<file path="config.mk">
export PLATFORM = sky130hd
export DESIGN_NAME = digital_core
export DESIGN_NICKNAME = d
export VERILOG_FILES = /design/src/digital_core_pkg.sv /design/src/digital_core.sv /design/src/glbl_cfg.sv /design/src/wb_intercon.sv
export VERILOG_INCLUDE_DIRS = /design/src /design/src/include
export SDC_FILE = /design/constraint.sdc
export NUM_CORES = 1
export LEC_CHECK = 0
export BUFFER_PORTS_ARGS = -buffer_cell sky130_fd_sc_hd__buf_2
export CORE_MARGIN = 2
export CORE_UTILIZATION = 56
export DETAILED_ROUTE_END_ITERATION = 10
export PLACE_DENSITY = 0.82
export SLEW_MARGIN = 20
export SYNTH_ARGS = -nofsm -noshare
export SYNTH_HDL_FRONTEND = slang
export SYNTH_SLANG_ARGS = --single-unit
</file>
<file path="constraint.sdc">
create_clock -name wb_clk_i -period 7.2 [get_ports wb_clk_i]
set_input_delay 1.08 -clock wb_clk_i [delete_from_list [all_inputs] [get_ports wb_clk_i]]
set_output_delay 1.08 -clock wb_clk_i [all_outputs]
set_load 0.01 [all_outputs]
</file>
<file path="src/include/digital_core_params.svh">
// Bus widths, address map, register offsets and reset values for the digital core
`ifndef DIGITAL_CORE_PARAMS_SVH
`define DIGITAL_CORE_PARAMS_SVH

// ------------------------------
// Wishbone bus
// ------------------------------
`define WB_WIDTH        32              // Data and address width
`define WB_SEL_W        4               // One enable per byte

// ------------------------------
// Address map
// ------------------------------
// Top nibble of the address picks the target, only one window is decoded
`define GLBL_BASE_NIB   4'h3            // Register bank window
`define REG_ADDR_W      4               // Word offset, address bits 5:2

// ------------------------------
// Register reset values
// ------------------------------
`define DEVICE_IDCODE   32'h5946_0001   // Read-only device id
`define HARTID_RST      32'h0           // Hart id after reset

// Block side widths
`define USER_IRQ_W      3               // User interrupt lines

`endif

</file>
<file path="src/digital_core_pkg.sv">
// Wishbone data, address, byte-enable and register offset types for the core
`include "digital_core_params.svh"

package digital_core_pkg;

    // ------------------------------
    // Wishbone bus types
    // ------------------------------
    typedef logic [`WB_WIDTH-1:0]   wb_data_t;  // One data word
    typedef logic [`WB_WIDTH-1:0]   wb_addr_t;  // Byte address
    typedef logic [`WB_SEL_W-1:0]   wb_sel_t;   // Byte enables

    // Word offset inside the register bank
    typedef logic [`REG_ADDR_W-1:0] reg_addr_t;

    // ------------------------------
    // Global register offsets
    // ------------------------------
    typedef enum logic [`REG_ADDR_W-1:0] {
        GLBL_CTRL   = 4'd0,   // Block resets, active low
        GLBL_IRQ    = 4'd1,   // User interrupt lines
        GLBL_HARTID = 4'd2,   // Hart id, read and write
        GLBL_IDCODE = 4'd3    // Device id, read only
    } glbl_reg_e;

    // Control register bit positions
    // bit 0 cpu, bit 1 spi, bit 2 sdram

endpackage : digital_core_pkg

</file>
<file path="src/digital_core.sv">
// Digital core top level: Wishbone decoder and global configuration register bank
`timescale 1ns/1ps
`include "digital_core_params.svh"

module digital_core (
    input  logic                       wb_clk_i,       // System clock
    input  logic                       rst_n_i,        // Sync reset, active low

    // External Wishbone master
    input  logic                       wbd_ext_cyc_i,  // Bus cycle
    input  logic                       wbd_ext_stb_i,  // Strobe/request
    input  logic                       wbd_ext_we_i,   // Write
    input  digital_core_pkg::wb_addr_t wbd_ext_adr_i,  // Address
    input  digital_core_pkg::wb_data_t wbd_ext_dat_i,  // Write data
    input  digital_core_pkg::wb_sel_t  wbd_ext_sel_i,  // Byte enable
    output digital_core_pkg::wb_data_t wbd_ext_dat_o,  // Read data
    output logic                       wbd_ext_ack_o,  // Acknowledge
    output logic                       wbd_ext_err_o,  // Error

    // Block resets and interrupts
    output logic                       cpu_rst_n_o,
    output logic                       spi_rst_n_o,
    output logic                       sdram_rst_n_o,
    output logic [`USER_IRQ_W-1:0]     user_irq_o
);
    import digital_core_pkg::*;

    // ------------------------------
    // Register bus
    // ------------------------------
    logic      reg_cs;
    logic      reg_wr;
    reg_addr_t reg_addr;
    wb_data_t  reg_wdata;
    wb_sel_t   reg_be;
    wb_data_t  reg_rdata;
    logic      reg_ack;

    wb_intercon u_intercon (
        .wb_clk_i    (wb_clk_i      ),
        .rst_n_i     (rst_n_i       ),
        .wbd_cyc_i   (wbd_ext_cyc_i ),
        .wbd_stb_i   (wbd_ext_stb_i ),
        .wbd_we_i    (wbd_ext_we_i  ),
        .wbd_adr_i   (wbd_ext_adr_i ),
        .wbd_dat_i   (wbd_ext_dat_i ),
        .wbd_sel_i   (wbd_ext_sel_i ),
        .wbd_dat_o   (wbd_ext_dat_o ),
        .wbd_ack_o   (wbd_ext_ack_o ),
        .wbd_err_o   (wbd_ext_err_o ),
        .reg_cs_o    (reg_cs        ),
        .reg_wr_o    (reg_wr        ),
        .reg_addr_o  (reg_addr      ),
        .reg_wdata_o (reg_wdata     ),
        .reg_be_o    (reg_be        ),
        .reg_rdata_i (reg_rdata     ),
        .reg_ack_i   (reg_ack       )
    );

    // Global config, owns the block reset levels
    glbl_cfg u_glbl_cfg (
        .wb_clk_i      (wb_clk_i      ),
        .rst_n_i       (rst_n_i       ),
        .reg_cs_i      (reg_cs        ),
        .reg_wr_i      (reg_wr        ),
        .reg_addr_i    (reg_addr      ),
        .reg_wdata_i   (reg_wdata     ),
        .reg_be_i      (reg_be        ),
        .reg_rdata_o   (reg_rdata     ),
        .reg_ack_o     (reg_ack       ),
        .cpu_rst_n_o   (cpu_rst_n_o   ),
        .spi_rst_n_o   (spi_rst_n_o   ),
        .sdram_rst_n_o (sdram_rst_n_o ),
        .user_irq_o    (user_irq_o    )
    );

endmodule : digital_core

</file>
<file path="src/glbl_cfg.sv">
// Global configuration registers: block resets, user interrupts, hart id and device id
`timescale 1ns/1ps
`include "digital_core_params.svh"

module glbl_cfg (
    input  logic                        wb_clk_i,      // System clock
    input  logic                        rst_n_i,       // Sync reset, active low

    // Register bus from decoder
    input  logic                        reg_cs_i,      // Access this cycle
    input  logic                        reg_wr_i,      // 1 write, 0 read
    input  digital_core_pkg::reg_addr_t reg_addr_i,    // Word offset
    input  digital_core_pkg::wb_data_t  reg_wdata_i,
    input  digital_core_pkg::wb_sel_t   reg_be_i,
    output digital_core_pkg::wb_data_t  reg_rdata_o,   // Valid with ack
    output logic                        reg_ack_o,

    // Block controls
    output logic                        cpu_rst_n_o,
    output logic                        spi_rst_n_o,
    output logic                        sdram_rst_n_o,
    output logic [`USER_IRQ_W-1:0]      user_irq_o
);
    import digital_core_pkg::*;

    localparam int CTRL_W = 3;  // cpu, spi, sdram

    logic [CTRL_W-1:0]      ctrl_q;     // Reset levels
    logic [`USER_IRQ_W-1:0] irq_q;      // Interrupt lines
    wb_data_t               hartid_q;
    glbl_reg_e              reg_sel;
    logic                   wr_en;
    wb_data_t               ctrl_ext;   // Registers seen as bus words
    wb_data_t               irq_ext;
    wb_data_t               ctrl_nxt;   // Write data merged per byte
    wb_data_t               irq_nxt;
    wb_data_t               hartid_nxt;
    wb_data_t               rd_mux;

    // Replace only the enabled bytes of the current value
    function automatic wb_data_t be_merge(
        input wb_data_t cur,
        input wb_data_t wdata,
        input wb_sel_t  be
    );
        wb_data_t res;
        res = cur;
        for (int i = 0; i < `WB_SEL_W; i++) begin
            if (be[i]) begin
                res[8*i +: 8] = wdata[8*i +: 8];
            end
        end
        return res;
    endfunction

    // ------------------------------
    // Write path
    // ------------------------------
    assign reg_sel  = glbl_reg_e'(reg_addr_i);
    assign wr_en    = reg_cs_i & reg_wr_i;

    assign ctrl_ext = {{(`WB_WIDTH-CTRL_W){1'b0}}, ctrl_q};
    assign irq_ext  = {{(`WB_WIDTH-`USER_IRQ_W){1'b0}}, irq_q};

    assign ctrl_nxt   = be_merge(ctrl_ext, reg_wdata_i, reg_be_i);
    assign irq_nxt    = be_merge(irq_ext, reg_wdata_i, reg_be_i);
    assign hartid_nxt = be_merge(hartid_q, reg_wdata_i, reg_be_i);

    // Write lands on the same edge as the ack
    always_ff @(posedge wb_clk_i) begin
        if (!rst_n_i) begin
            ctrl_q   <= '0;            // All blocks held in reset
            irq_q    <= '0;
            hartid_q <= `HARTID_RST;
        end else if (wr_en) begin
            case (reg_sel)
                GLBL_CTRL:   ctrl_q   <= ctrl_nxt[CTRL_W-1:0];
                GLBL_IRQ:    irq_q    <= irq_nxt[`USER_IRQ_W-1:0];
                GLBL_HARTID: hartid_q <= hartid_nxt;
                default: begin
                    // IDCODE and unused offsets take no write
                end
            endcase
        end
    end

    // ------------------------------
    // Read path
    // ------------------------------
    always_comb begin
        case (reg_sel)
            GLBL_CTRL:   rd_mux = ctrl_ext;
            GLBL_IRQ:    rd_mux = irq_ext;
            GLBL_HARTID: rd_mux = hartid_q;
            GLBL_IDCODE: rd_mux = `DEVICE_IDCODE;
            default:     rd_mux = '0;  // Unused offset reads zero
        endcase
    end

    // Ack one cycle after select
    always_ff @(posedge wb_clk_i) begin
        if (!rst_n_i) begin
            reg_ack_o <= 1'b0;
        end else begin
            reg_ack_o <= reg_cs_i;
        end
    end

    // Readback captured with the access, old value on a write
    always_ff @(posedge wb_clk_i) begin
        if (reg_cs_i) begin
            reg_rdata_o <= rd_mux;
        end
    end

    // ------------------------------
    // Block controls
    // ------------------------------
    assign cpu_rst_n_o   = ctrl_q[0];  // Low holds cpu in reset
    assign spi_rst_n_o   = ctrl_q[1];
    assign sdram_rst_n_o = ctrl_q[2];
    assign user_irq_o    = irq_q;

endmodule : glbl_cfg

</file>
<file path="src/wb_intercon.sv">
// Wishbone address decoder with register bank select and unmapped error response
`timescale 1ns/1ps
`include "digital_core_params.svh"

module wb_intercon (
    input  logic                        wb_clk_i,     // System clock
    input  logic                        rst_n_i,      // Sync reset, active low

    // External master side
    input  logic                        wbd_cyc_i,    // Bus cycle
    input  logic                        wbd_stb_i,    // Strobe/request
    input  logic                        wbd_we_i,     // Write
    input  digital_core_pkg::wb_addr_t  wbd_adr_i,    // Address
    input  digital_core_pkg::wb_data_t  wbd_dat_i,    // Write data
    input  digital_core_pkg::wb_sel_t   wbd_sel_i,    // Byte enable
    output digital_core_pkg::wb_data_t  wbd_dat_o,    // Read data
    output logic                        wbd_ack_o,    // Acknowledge
    output logic                        wbd_err_o,    // Error

    // Register bank side
    output logic                        reg_cs_o,
    output logic                        reg_wr_o,
    output digital_core_pkg::reg_addr_t reg_addr_o,
    output digital_core_pkg::wb_data_t  reg_wdata_o,
    output digital_core_pkg::wb_sel_t   reg_be_o,
    input  digital_core_pkg::wb_data_t  reg_rdata_i,
    input  logic                        reg_ack_i
);
    import digital_core_pkg::*;

    logic     req;        // Master request active
    logic     hit_glbl;   // Address inside bank window
    logic     accept;     // New request taken this cycle
    logic     pending_q;  // Response in flight
    logic     unmap_q;    // Decoder's own error path
    wb_data_t rsp_data;   // Data for the master

    // ------------------------------
    // Address decode
    // ------------------------------
    assign req      = wbd_cyc_i & wbd_stb_i;
    assign hit_glbl = (wbd_adr_i[`WB_WIDTH-1 -: 4] == `GLBL_BASE_NIB);
    assign accept   = req & ~pending_q;  // One transaction at a time

    // Request straight through to the bank
    assign reg_cs_o    = accept & hit_glbl;
    assign reg_wr_o    = wbd_we_i;
    assign reg_addr_o  = wbd_adr_i[`REG_ADDR_W+1:2];  // Word offset
    assign reg_wdata_o = wbd_dat_i;
    assign reg_be_o    = wbd_sel_i;

    // Pending stays up until the master drops its strobe,
    // so a held request is not taken twice
    always_ff @(posedge wb_clk_i) begin
        if (!rst_n_i) begin
            pending_q <= 1'b0;
        end else if (accept) begin
            pending_q <= 1'b1;
        end else if (!req) begin
            pending_q <= 1'b0;
        end
    end

    // Unmapped access, answered here one cycle after the request
    always_ff @(posedge wb_clk_i) begin
        if (!rst_n_i) begin
            unmap_q <= 1'b0;
        end else begin
            unmap_q <= accept & ~hit_glbl;
        end
    end

    // ------------------------------
    // Response register
    // ------------------------------
    assign rsp_data = reg_ack_i ? reg_rdata_i : '0;  // Zero on error

    always_ff @(posedge wb_clk_i) begin
        if (!rst_n_i) begin
            wbd_ack_o <= 1'b0;
            wbd_err_o <= 1'b0;
        end else begin
            wbd_ack_o <= reg_ack_i;  // Single pulse from the bank
            wbd_err_o <= unmap_q;
        end
    end

    // Read data loads with each response and holds after it
    always_ff @(posedge wb_clk_i) begin
        if (reg_ack_i | unmap_q) begin
            wbd_dat_o <= rsp_data;
        end
    end

endmodule : wb_intercon

</file>
==> reports/summary.txt <==
Post-CTS Setup Repair Bufs -> 0
Crit Path Max Fanout -> 15
classification of the worst setup path -> input port to flip-flop
half-perimeter wire length after placement -> 4.86 mm
CP bufs+invs -> 1
total of warnings raised by yosys -> 0
diodes inserted -> 0
placed cells -> 504
final wirelength -> 6.98 mm
reg2reg path depth -> 3
IO buf count -> 88
hold path depth -> 2
Worst Hold Endpoint -> u_glbl_cfg.hartid_q[13]
area of the multi-input gates -> 1350 sq um
WP data arrival -> 3.07 ns
Die H -> 90.8 microns
RePlAce Congestion -> 0.757
setup slack at placement -> 4.06 ns
CP peak stage delay -> 0.79 ns
RSZ-0062 raised after global routing -> no
Starting Density -> 58.1%
post-DR vias/cell -> 4.94
Syn Area/Cell -> 12.7 sq um
Period minus WS final -> 2.77 ns
largest net degree at the start of global routing -> 76
most frequent cells in the layout -> 88 x buf_2, 75 x nand2_1, 64 x edfxtp_1
Slowest-stage cell, CP -> nor4_4
core box area -> 7250 sq um
Synth area leader -> edfxtp_1
Worst Hold Launch -> u_glbl_cfg.hartid_q[13]
Pwr per Cell Area -> 213 nW/um^2
Worst Tran Pin Value -> 0.794 ns
clk_skew -> 0.0116 ns
DRT iter0 DRCs -> 97
Clk Latency, worst-skew pair -> 0.37 ns
CP Launch Type -> input port
Layout Nets -> 489
Unique masters post-synth -> 25
first-pass GRT wire length -> 11.5 mm
Total GRT Usage -> 17.7%
Gate Count Post-Synth -> 333
sequential fraction of the synthesis area -> 66.0%
reg2reg setup slack -> 5.25 ns
DRT Pass-1 Iters -> 4
drt wl/cell -> 13.4 microns
hold_ws -> 0.461 ns
FF+latch count, synth -> 107
Storage cell area -> 2780 sq um
setup ws final -> 4.43 ns
Site Rows -> 31
grt ovf -> 0
Max clock buf depth -> 2
# setup viols final -> 0
Synth area leaders -> edfxtp_1 46%, dfxtp_1 20%, mux2i_1 9.5%
DR vias -> 2567
CTS tree -> done
commonest non-fill, non-tap cell in the layout -> buf_2
CTS Hold Bufs -> 0
DR DRC count -> 0
crit-path leading delay family -> simple AND/OR/NAND/NOR gates
Max IR drop VDD -> 0.119 mV
Post-CTS Resized -> 0
Hold WC Path Type -> flip-flop to flip-flop
clock transition at the registers of the reported paths -> 0.11 ns
Top Ports -> 113
final hold violations -> 0
status -> completed
f_max -> 361 MHz
fin cells -> 520
top-area cell type share of the netlist area -> 45.6%
H-tree Lvls -> 3
root buf cell -> clkbuf_8
worst reg2reg startpoint -> u_intercon.pending_q
FF-to-FF End -> u_glbl_cfg.hartid_q[27]
CTS Buf Count -> 9
Data required, critical path -> 7.50 ns
Setup crit end kind -> flip-flop
Final Max Tran Viols -> 0
ordered list of cells on the worst path -> buf_2, or4b_1, nor4_4, mux2i_1
P_leak -> 1.87 nW
Layout area overhead -> 16.7%
Syn Nets -> 406
die area -> 8240 sq um
post-route ant nets -> 0
Die W -> 90.8 microns
Max Cap Viol -> 0
CTS sink count -> 107
setup TNS -> 0 ns
post-synthesis cell area -> 4220 sq um
Relative slew margins -> 46.7%
share of cells above drive strength 1 -> 27.3%
initial antenna violation count -> 0
Fillers -> 557
Tcrit/Tclk final -> 38.5%
vias in the first global route -> 2402
## state kept, by name (all words and copies together) (netlist names)
name                    count
u_intercon.pending_q        1
u_intercon.wbd_err_o        1
u_glbl_cfg.hartid_q        32
u_intercon.wbd_ack_o        1
u_glbl_cfg.reg_rdata_o     32
u_intercon.wbd_dat_o       32
u_intercon.unmap_q          1
u_glbl_cfg.ctrl_q           3
u_glbl_cfg.user_irq_o       3
u_glbl_cfg.reg_ack_o        1
## per-layer routing
| metal | up-vias | part of all wire, % | track usage (%) |
|---|---|---|---|
| met5 | - | 0 | 0 |
| met4 | 0 | 1.3 | 6.82 |
| met3 | 6 | 5.4 | 4.67 |
| met2 | 71 | 44 | 26.0 |
| met1 | 1189 | 49 | 25.5 |
| li1 | 1301 | - | - |
## power by group
| group | internal (mW) | switching, mW |
|---|---|---|
| clock network | 0.135 | 0.213 |
| logic | 0.0190 | 0.0291 |
| registers | 0.650 | 0.00177 |
## final cells by class
type,instances,share of cell area [%]
sequential,107,56.5
timing repair buffer,91,9.41
multi-input combinational,205,27.5
inverter,2,0.153
clock buffer,9,2.52
clock inverter,7,1.37
tap,99,2.52
## kinds of logic after synthesis
group                  count (synthesis)  share of synthesized area [%]
DFF                                  107                           66.0
muxes                                 40                           9.50
and+or+nand+nor                      154                           20.3
buffers and inverters                 21                           2.14
AOI/OAI and AO/OA                     11                           2.05
## how the worst max path moves through the flow
stage / from / endpoint / slack, ns / depth (start not counted)
2_1_floorplan: wbd_ext_adr_i[30] / u_glbl_cfg.reg_rdata_o[0] / 3.81 / 3
3_3_place_gp: wbd_ext_adr_i[2] / u_glbl_cfg.hartid_q[17] / 4.12 / 4
3_5_place_dp: wbd_ext_adr_i[2] / u_glbl_cfg.hartid_q[25] / 4.06 / 4
4_1_cts: wbd_ext_adr_i[2] / u_glbl_cfg.hartid_q[25] / 4.45 / 4
5_1_grt: wbd_ext_adr_i[2] / u_glbl_cfg.hartid_q[31] / 4.34 / 4
6_report: wbd_ext_adr_i[2] / u_glbl_cfg.hartid_q[27] / 4.43 / 4
## Yosys cell counts
library cell / count
buf_4: 1
nand4bb_1: 1
dfxtp_1: 43
edfxtp_1: 64
o2bb2ai_1: 2
inv_1: 2
nand3b_1: 1
mux2i_1: 40
nor4_4: 4
and3_1: 2
or2_2: 1
and2b_1: 2
or4_1: 1
a211oi_1: 1
nor4_2: 1
nand2b_1: 1
o21a_1: 7
buf_6: 1
or4b_1: 2
nand2_1: 75
and2_1: 60
a2111oi_0: 1
clkbuf_1: 17
nor4b_1: 1
nor2_1: 2
## tightest hold or removal path, delay by kind of cell, from the launching register on
family        cells  cell delay [ns]
flops             1             0.32
mux               1             0.05
simple gates      1             0.05
## stage by stage
stage	power, mW	cell area [sq um]	util, %
after global routing	1.08	4920	67.8
final	1.05	4920	67.8
after detailed placement	0.715	4730	65.2
after floorplan	0.692	4220	-
after global placement	0.713	4730	65.2
after CTS	1.05	4920	67.8
(Power assumes the default switching activity.)
